`config.mk`:
```
export PLATFORM = sky130hd
export DESIGN_NAME = decode_stage
export DESIGN_NICKNAME = d
export VERILOG_FILES = /design/src/hdl/rv_isa_pkg.sv /design/src/hdl/rv_pipe_pkg.sv /design/src/hdl/control_unit.sv /design/src/hdl/decode_stage.sv /design/src/hdl/instr_decoder.sv /design/src/hdl/register_file.sv
export SDC_FILE = /design/constraint.sdc
export NUM_CORES = 2
export LEC_CHECK = 0
export ABC_AREA = 1
export BUFFER_PORTS_ARGS = -buffer_cell sky130_fd_sc_hd__buf_2
export CAP_MARGIN = 20
export CORE_MARGIN = 2
export CORE_UTILIZATION = 31
export CTS_CLUSTER_DIAMETER = 50
export CTS_CLUSTER_SIZE = 10
export DETAILED_ROUTE_END_ITERATION = 10
export GPL_TIMING_DRIVEN = 1
export PLACE_DENSITY = 0.51
export SLEW_MARGIN = 20
export SYNTH_ARGS = -nofsm -noshare
export SYNTH_HDL_FRONTEND = slang
export SYNTH_SLANG_ARGS = --single-unit
```
`constraint.sdc`:
```
create_clock -name clk -period 2.9 [get_ports clk]
set_input_delay 0.145 -clock clk [delete_from_list [all_inputs] [get_ports clk]]
set_output_delay 0.145 -clock clk [all_outputs]
set_load 0.005 [all_outputs]
```
`src/hdl/rv_isa_pkg.sv`:
```
package rv_isa_pkg;

  // ============================================================
  // Widths with a meaning of their own
  // ============================================================

  typedef logic [31:0] word_t;      // Data or address value
  typedef logic [31:0] instr_t;     // Raw instruction word
  typedef logic [4:0]  reg_addr_t;  // x0 .. x31
  typedef logic [2:0]  funct3_t;

  // ============================================================
  // Base opcodes (bits 6:0)
  // ============================================================

  typedef enum logic [6:0] {
    OPC_LUI    = 7'b0110111,
    OPC_AUIPC  = 7'b0010111,
    OPC_JAL    = 7'b1101111,
    OPC_JALR   = 7'b1100111,
    OPC_BRANCH = 7'b1100011,
    OPC_LOAD   = 7'b0000011,
    OPC_STORE  = 7'b0100011,
    OPC_OP_IMM = 7'b0010011,
    OPC_OP     = 7'b0110011
  } opcode_t;

  // ALU operations seen by execute
  typedef enum logic [3:0] {
    ALU_ADD    = 4'd0,
    ALU_SUB    = 4'd1,
    ALU_SLL    = 4'd2,
    ALU_SLT    = 4'd3,
    ALU_SLTU   = 4'd4,
    ALU_XOR    = 4'd5,
    ALU_SRL    = 4'd6,
    ALU_SRA    = 4'd7,
    ALU_OR     = 4'd8,
    ALU_AND    = 4'd9,
    ALU_PASS_B = 4'd10   // Operand B straight through
  } alu_op_t;

  // funct3 codes shared by OP and OP_IMM
  localparam funct3_t F3_ADD_SUB = 3'b000;
  localparam funct3_t F3_SLL     = 3'b001;
  localparam funct3_t F3_SLT     = 3'b010;
  localparam funct3_t F3_SLTU    = 3'b011;
  localparam funct3_t F3_XOR     = 3'b100;
  localparam funct3_t F3_SRL_SRA = 3'b101;
  localparam funct3_t F3_OR      = 3'b110;
  localparam funct3_t F3_AND     = 3'b111;

  // The two funct7 forms of the register ALU group
  localparam logic [6:0] F7_BASE = 7'b0000000;
  localparam logic [6:0] F7_ALT  = 7'b0100000;  // SUB, SRA, SRAI

endpackage

```
`src/hdl/rv_pipe_pkg.sv`:
```
package rv_pipe_pkg;

  import rv_isa_pkg::*;

  // ============================================================
  // Control codes
  // ============================================================

  typedef enum logic [1:0] {
    RES_ALU       = 2'b00,
    RES_MEM       = 2'b01,
    RES_PC_PLUS_4 = 2'b10   // Link value of JAL and JALR
  } result_src_t;

  typedef enum logic [1:0] {
    SRC_A_REG  = 2'b00,
    SRC_A_PC   = 2'b01,
    SRC_A_ZERO = 2'b10
  } alu_src_a_t;

  typedef enum logic {
    SRC_B_REG = 1'b0,
    SRC_B_IMM = 1'b1
  } alu_src_b_t;

  typedef struct packed {
    logic        reg_write;
    result_src_t result_src;
    logic        mem_write;
    logic        jump;
    logic        branch;
    alu_src_a_t  alu_src_a;
    alu_src_b_t  alu_src_b;
    logic        illegal;
  } ctrl_t;

  // ============================================================
  // Stage packets
  // ============================================================

  typedef struct packed {
    instr_t instruction;
    word_t  pc_cur;
    word_t  pc_plus_4;
  } if_to_id_t;

  typedef struct packed {
    logic      reg_write;
    reg_addr_t rd;
    word_t     data;
  } wb_to_id_t;

  typedef struct packed {
    ctrl_t     ctrl;
    alu_op_t   alu_op;
    funct3_t   funct3;
    word_t     rd1;
    word_t     rd2;
    reg_addr_t rs1;
    reg_addr_t rs2;
    reg_addr_t rd;
    word_t     imm_ext;
    word_t     pc_cur;
    word_t     pc_plus_4;
  } id_to_ex_t;

endpackage

```
`src/hdl/control_unit.sv`:
```
`timescale 1ns/100ps

module control_unit
  import rv_isa_pkg::*;
  import rv_pipe_pkg::*;
(
  input  opcode_t opcode,
  input  funct3_t funct3,
  input  logic    funct7_bad,
  output ctrl_t   ctrl
);

  ctrl_t raw;

  // ============================================================
  // Opcode table
  // ============================================================

  always_comb begin
    raw            = '0;
    raw.result_src = RES_ALU;
    raw.alu_src_a  = SRC_A_REG;
    raw.alu_src_b  = SRC_B_REG;
    case (opcode)
      OPC_LUI: begin
        raw.reg_write = 1'b1;
        raw.alu_src_a = SRC_A_ZERO;
        raw.alu_src_b = SRC_B_IMM;
      end
      OPC_AUIPC: begin
        raw.reg_write = 1'b1;
        raw.alu_src_a = SRC_A_PC;
        raw.alu_src_b = SRC_B_IMM;
      end
      OPC_JAL, OPC_JALR: begin
        raw.reg_write  = 1'b1;
        raw.jump       = 1'b1;
        raw.result_src = RES_PC_PLUS_4;
        raw.alu_src_a  = (opcode == OPC_JAL) ? SRC_A_PC : SRC_A_REG;  // Target base
        raw.alu_src_b  = SRC_B_IMM;
      end
      OPC_BRANCH: begin
        raw.branch  = 1'b1;
        raw.illegal = (funct3 == 3'b010) || (funct3 == 3'b011);  // No such compare
      end
      OPC_LOAD: begin
        raw.reg_write  = 1'b1;
        raw.result_src = RES_MEM;
        raw.alu_src_b  = SRC_B_IMM;
        raw.illegal    = (funct3 == 3'b011) || (funct3[2:1] == 2'b11);  // LB..LHU only
      end
      OPC_STORE: begin
        raw.mem_write = 1'b1;
        raw.alu_src_b = SRC_B_IMM;
        raw.illegal   = funct3[2] || (funct3[1:0] == 2'b11);  // SB, SH, SW
      end
      OPC_OP_IMM: begin
        raw.reg_write = 1'b1;
        raw.alu_src_b = SRC_B_IMM;
        raw.illegal   = funct7_bad;
      end
      OPC_OP: begin
        raw.reg_write = 1'b1;
        raw.illegal   = funct7_bad;
      end
      default: raw.illegal = 1'b1;
    endcase
  end

  // Illegal instructions lose every side effect
  always_comb begin
    ctrl = raw;
    if (raw.illegal) begin
      ctrl.reg_write = 1'b0;
      ctrl.mem_write = 1'b0;
      ctrl.jump      = 1'b0;
      ctrl.branch    = 1'b0;
    end
  end

endmodule

```
`src/hdl/decode_stage.sv`:
```
`timescale 1ns/100ps

module decode_stage
  import rv_isa_pkg::*;
  import rv_pipe_pkg::*;
#(
  parameter bit REG_BYPASS = 1'b1
) (
  input  logic      clk,
  input  logic      rst_n,
  input  logic      in_valid,
  input  if_to_id_t if_to_id,
  input  wb_to_id_t wb,
  output logic      out_valid,
  output id_to_ex_t id_to_ex
);

  opcode_t   opcode;
  funct3_t   funct3;
  logic      funct7_bad;
  reg_addr_t rs1;
  reg_addr_t rs2;
  reg_addr_t rd;
  word_t     imm_ext;
  alu_op_t   alu_op;
  ctrl_t     ctrl;
  word_t     rd1;
  word_t     rd2;
  id_to_ex_t id_next;

  // ============================================================
  // Decode path
  // ============================================================

  instr_decoder u_instr_decoder (
    .instr      (if_to_id.instruction),
    .opcode     (opcode),
    .funct3     (funct3),
    .funct7_alt (),                      // Consumed inside for SUB and SRA
    .funct7_bad (funct7_bad),
    .rs1        (rs1),
    .rs2        (rs2),
    .rd         (rd),
    .imm_ext    (imm_ext),
    .alu_op     (alu_op)
  );

  control_unit u_control_unit (
    .opcode     (opcode),
    .funct3     (funct3),
    .funct7_bad (funct7_bad),
    .ctrl       (ctrl)
  );

  register_file #(
    .REG_BYPASS (REG_BYPASS)
  ) u_register_file (
    .clk   (clk),
    .rst_n (rst_n),
    .rs1   (rs1),
    .rs2   (rs2),
    .wb    (wb),
    .rd1   (rd1),
    .rd2   (rd2)
  );

  always_comb begin
    id_next           = '0;
    id_next.ctrl      = ctrl;
    id_next.alu_op    = alu_op;
    id_next.funct3    = funct3;
    id_next.rd1       = rd1;
    id_next.rd2       = rd2;
    id_next.rs1       = rs1;
    id_next.rs2       = rs2;
    id_next.rd        = rd;
    id_next.imm_ext   = imm_ext;
    id_next.pc_cur    = if_to_id.pc_cur;
    id_next.pc_plus_4 = if_to_id.pc_plus_4;
  end

  // Decode-to-execute register, one cycle after the strobe
  always_ff @(posedge clk) begin
    if (!rst_n) begin
      out_valid <= 1'b0;
      id_to_ex  <= '0;
    end else begin
      out_valid <= in_valid;
      if (in_valid)
        id_to_ex <= id_next;
    end
  end

endmodule

```
`src/hdl/instr_decoder.sv`:
```
`timescale 1ns/100ps

module instr_decoder
  import rv_isa_pkg::*;
(
  input  instr_t    instr,
  output opcode_t   opcode,
  output funct3_t   funct3,
  output logic      funct7_alt,
  output logic      funct7_bad,
  output reg_addr_t rs1,
  output reg_addr_t rs2,
  output reg_addr_t rd,
  output word_t     imm_ext,
  output alu_op_t   alu_op
);

  logic [6:0] funct7;

  // ============================================================
  // Field slicing
  // ============================================================

  assign opcode     = opcode_t'(instr[6:0]);
  assign rd         = instr[11:7];
  assign funct3     = instr[14:12];
  assign rs1        = instr[19:15];
  assign rs2        = instr[24:20];
  assign funct7     = instr[31:25];
  assign funct7_alt = instr[30];

  // Only the two defined funct7 forms pass, the alternate one only on its own funct3
  always_comb begin
    funct7_bad = 1'b0;
    case (opcode)
      OPC_OP: begin
        if (funct7 == F7_ALT)
          funct7_bad = (funct3 != F3_ADD_SUB) && (funct3 != F3_SRL_SRA);
        else
          funct7_bad = (funct7 != F7_BASE);
      end
      OPC_OP_IMM: begin
        if (funct3 == F3_SLL)
          funct7_bad = (funct7 != F7_BASE);
        else if (funct3 == F3_SRL_SRA)
          funct7_bad = (funct7 != F7_BASE) && (funct7 != F7_ALT);
      end
      default: funct7_bad = 1'b0;
    endcase
  end

  // ============================================================
  // Immediate generation
  // ============================================================

  always_comb begin
    case (opcode)
      OPC_OP_IMM, OPC_LOAD, OPC_JALR:
        imm_ext = {{20{instr[31]}}, instr[31:20]};                       // I
      OPC_STORE:
        imm_ext = {{20{instr[31]}}, instr[31:25], instr[11:7]};          // S
      OPC_BRANCH:
        imm_ext = {{20{instr[31]}}, instr[7], instr[30:25], instr[11:8], 1'b0};
      OPC_LUI, OPC_AUIPC:
        imm_ext = {instr[31:12], 12'b0};                                 // U
      OPC_JAL:
        imm_ext = {{12{instr[31]}}, instr[19:12], instr[20], instr[30:21], 1'b0};
      default:
        imm_ext = '0;
    endcase
  end

  // ============================================================
  // ALU operation
  // ============================================================

  always_comb begin
    alu_op = ALU_ADD;  // Address math of loads, stores, jumps, AUIPC
    case (opcode)
      OPC_OP, OPC_OP_IMM: begin
        case (funct3)
          F3_ADD_SUB: alu_op = (opcode == OPC_OP && funct7_alt) ? ALU_SUB : ALU_ADD;
          F3_SLL:     alu_op = ALU_SLL;
          F3_SLT:     alu_op = ALU_SLT;
          F3_SLTU:    alu_op = ALU_SLTU;
          F3_XOR:     alu_op = ALU_XOR;
          F3_SRL_SRA: alu_op = funct7_alt ? ALU_SRA : ALU_SRL;
          F3_OR:      alu_op = ALU_OR;
          F3_AND:     alu_op = ALU_AND;
          default:    alu_op = ALU_ADD;
        endcase
      end
      OPC_BRANCH: alu_op = ALU_SUB;     // Compare by subtraction
      OPC_LUI:    alu_op = ALU_PASS_B;
      default:    alu_op = ALU_ADD;
    endcase
  end

endmodule

```
`src/hdl/register_file.sv`:
```
`timescale 1ns/100ps

module register_file
  import rv_isa_pkg::*;
  import rv_pipe_pkg::*;
#(
  parameter bit REG_BYPASS = 1'b1
) (
  input  logic      clk,
  input  logic      rst_n,
  input  reg_addr_t rs1,
  input  reg_addr_t rs2,
  input  wb_to_id_t wb,
  output word_t     rd1,
  output word_t     rd2
);

  word_t regs [32];
  logic  wr_en;

  assign wr_en = wb.reg_write && (wb.rd != '0);  // x0 is never written

  // ============================================================
  // Write port
  // ============================================================

  always_ff @(posedge clk) begin
    if (!rst_n) begin
      for (int i = 0; i < 32; i++) begin
        regs[i] <= '0;
      end
    end else if (wr_en) begin
      regs[wb.rd] <= wb.data;
    end
  end

  // ============================================================
  // Read ports
  // ============================================================

  function automatic word_t read_port(input reg_addr_t addr);
    word_t value;
    if (addr == '0)
      value = '0;
    else if (REG_BYPASS && wr_en && (wb.rd == addr))
      value = wb.data;  // Same-cycle write-through
    else
      value = regs[addr];
    return value;
  endfunction

  always_comb rd1 = read_port(rs1);
  always_comb rd2 = read_port(rs2);

endmodule

```
==> results summary <==
The run finished with clean final reports. The setup-violating endpoint count in the final report is 0. The cell area after synthesis is 0.0645 mm^2.

The combinational group share of total power came out at 13.5%. The launching element type of the critical path is a primary input. The capture point of the worst reg-to-reg path is id_to_ex[168]. The count of input and output buffers is between 300 and 400.

The worst flop-to-flop path startpoint is u_register_file.regs[25][25]. The via count of the first global-routing pass was around 58000. The library cell contributing the largest single delay on the critical path is dlygate4sd3_1.

The portion of the post-synthesis area used by sequential elements is 53.7%. The post-route clock skew is 46.7 ps. The multi-input gate area in the final layout is 0.0252 mm^2.

The cell area power density came out at 605 mW/mm^2. The endpoint class of the critical path is a register. The flip-flop and latch area came out at 0.0346 mm^2. The part of the power in the clock network came out at 42.6%. The most prevalent standard cell on the critical path is dlygate4sd3_1. The fraction of post-synthesis cell area in the top cell type by area came out at 47.7%.

The flip-flop and latch count after synthesis is 1217. The number of H-tree branching levels is 4. In the synthesized netlist, the number of instances is 8215.

The biggest area contributor in the post-synthesis netlist is edfxtp_1. Final hold analysis gives a worst-case slack of 49.3 ps. The clock passes through at most 3 buffers. The termination of the worst setup path is id_to_ex[187]. The critical path class is primary input to register. The clock slew at the register clock pins of the worst setup and hold paths is approximately 60 ps.

The critical path depth in cells is 12. The final cycle utilization of the critical path came out at 96.4%. For this run, the number of Yosys warnings is 0.

The HPWL reported at the end of detailed placement is 185 mm. In this run the worst hold path is classified as primary input to register. The sequential fraction of design power came out at 43.9%. Counting distinct cell types in the post-synthesis netlist gives 34. After the first detailed-routing iteration, the DRC count stood at 7943. The average vias per placed instance came out at 5.38. The signal arrival time at the worst endpoint is about 3600 ps. The floorplan step set the die width to 460 um.

Before antenna repair, the detailed router went through 6 iterations. The wire length per cell after detailed routing came out at 25.9 um. The relative slew slack came out at 30.2%. The max-slew violation count came out at 0. The maximum ir drop on the vdd rail is 654 uV. Setup repair after global routing left no endpoint under its margin. In the global route stage, met1 resource usage came out at between 30 and 40%.

The number of enable flip-flop cells after synthesis came out at 1024. The depth of the worst register-to-register path is 10. The most used flip-flop cell after synthesis is edfxtp_1. Counting instances in the post-synthesis netlist gives the leading cell types as nand2_1 (2539), nor2_1 (1475), edfxtp_1 (1024). The vertical die dimension is 460 um. The CTS tree is done.

The tree is rooted in a clkbuf_16. nand2_1 is the most common cell in the netlist. In the final design database the tool counted 8680 nets.

The first global-routing pass estimated 415 mm of wire. The fraction of power spent switching nets came out at between 20 and 30%. The utilization of the core after routing is 37.2%. The final global-route overflow total came out at 0. The DRC violation count after routing is 0.

The measured slew at the worst slew-check pin came out at 1050 ps. The sum of routed wire length over all layers came out at 294 mm. The routed layout has 61100 vias. The total buffers and inverters traversed by the critical path is 7.

The internal power came out at 33.1 mW. By area the synthesized netlist is led by edfxtp_1 (48%), nand2_1 (15%), nor2_1 (8.6%). Counting flops with an async set or reset pin after synthesis yields a share of 0%. The global routing met3 resource utilization is 6.57%.

The data required time at the worst endpoint came out at 3700 ps. The initial antenna violation count came out at 17. In the global route stage, overall resource usage came out at 27.1%. The upper clock frequency limit came out at between 0.3 and 0.4 GHz. The family of cells with the greatest summed delay on the critical path is buffers and inverters.

In this run the worst setup path begins at if_to_id[64]. Routability-driven placement finished with a final weighted congestion of 0.934. Row generation in the floorplan step produced 167 rows. The net switching power came out at approximately 13 mW. The global-route track usage on met2 came out at 43.2%. met2 is the most crowded layer. The latest clock arrival within the worst-skew pair is around 860 ps. The number of buffers created by CTS is ~160. The leakage power is ~33 nW. The effective utilization at floorplan came out at between 30% and 40%. The critical path goes through dlygate4sd3_1 > buf_2 > nand2_1 > inv_1 > nand2_1 > dlygate4sd3_1 > nor2_1 > dlygate4sd3_1 > nand2_1 > dlygate4sd3_1 > a21oi_1 > dlygate4sd3_1.

The hold violation count in the final report is 0. The area growth from synthesis to layout came out at 19.4%. The count of nets left with antenna violations once routing finished came out at 0.

The sum of negative setup slack is 0 ps. The number of maximum-capacitance violations is 0. The average cell area after synthesis came out at 7.85 um^2. The number of filler instances in the final layout is 21000. Entering global routing, the biggest net connects 114 pins.

The layout cell share with drive strength beyond 1 came out at around an eighth. The clock net in this run drives a total of between 1000 and 1500 sinks. The post-layout minimum cycle time came out at 2800 ps. The total core area is 0.207 mm^2. The delay of the slowest cell on the worst path is 590 ps. The number of I/O pins came out at 330. The die covers 0.212 mm^2. The largest driver fanout on the critical path is 4.

The flop-to-flop setup slack came out at 890 ps.
-- registers in the layout, indices dropped and copies added, names as in the netlist --
name,cells
u_register_file.regs,1024
out_valid,1
id_to_ex,192
-- stage by stage --
stage	setup WS, ps	cells	area [um^2]	power (mW)
after global routing	32.9	11400	77000	47.8
after detailed placement	291	10900	70500	26.7
after CTS	246	11400	77000	46.6
after global placement	183	10900	70500	26.7
after floorplan	111	8246	64700	23.8
final	104	11400	77000	46.5
-- worst min-delay path: stages --
cell and delay, ps:
dlygate4sd3_1 520, buf_2 100, a22o_1 120
-- logic make-up after synthesis --
kind of cell | after synthesis | synth area share (%)
other | 1 | 0.00582
AOI/OAI and AO/OA | 867 | 8.00
DFF | 1217 | 53.7
and+or+nand+nor | 4923 | 30.5
xor gates and xnor gates | 8 | 0.109
buffers and inverters | 1199 | 7.69
-- per-layer routing --
metal	vias to the layer above	share of wire, %
li1	27400	-
met1	29400	38
met2	3566	45
met3	796	11
met4	22	6.0
met5	-	0.044
-- cells in the final DEF, fill, tap and decap left out, types with 9 or more instances in the layout --
cell	n
a21oi_1	353
a22o_1	65
buf_12	80
buf_2	321
buf_4	257
clkbuf_1	31
clkbuf_16	167
clkinv_1	12
clkinv_2	24
clkinvlp_4	9
conb_1	32
dfxtp_1	193
dlygate4sd3_1	134
edfxtp_1	1024
inv_1	521
nand2_1	2483
nand2_2	56
nand3_1	857
nor2_1	1470
nor3_1	9
o211ai_1	214
o21ai_0	201
o21ai_1	16
or2_2	34
-- cell type report --
class / instances / share of cell area, %
antenna: 4 / 0.0130
clock buffer: 201 / 5.63
clock inverter: 71 / 1.07
inverter: 533 / 2.63
multi-input combinational: 5830 / 32.8
sequential: 1217 / 45.0
tap: 2704 / 4.40
timing repair buffer: 798 / 8.52
-- how the worst min path moves through the flow --
stage,startpoint,endpoint,slack [ps],cells past startpoint
6_report,if_to_id[0],id_to_ex[0],50,3
3_5_place_dp,if_to_id[42],id_to_ex[42],370,2
3_3_place_gp,if_to_id[0],id_to_ex[0],370,2
5_1_grt,if_to_id[0],id_to_ex[0],30,3
4_1_cts,if_to_id[15],id_to_ex[15],6,3
2_1_floorplan,if_to_id[95],id_to_ex[95],280,2
-- power by group through the flow --
stage | Sequential [mW] | Combinational (mW) | Clock [mW]
final | 20.4 | 6.30 | 19.8
after CTS | 20.4 | 6.14 | 20.0
after global routing | 20.5 | 6.70 | 20.6
after global placement | 20.7 | 5.95 | 0
after detailed placement | 20.8 | 5.98 | 0
after floorplan | 20.6 | 3.19 | 0
-- what timing repair did --
item / CTS / global route
hold endpoints to repair: 585 / 0
gates resized for setup: 0 / 0
hold buffers: 134 / 0
buffers inserted: 0 / 0
(Power assumes the default switching activity.)
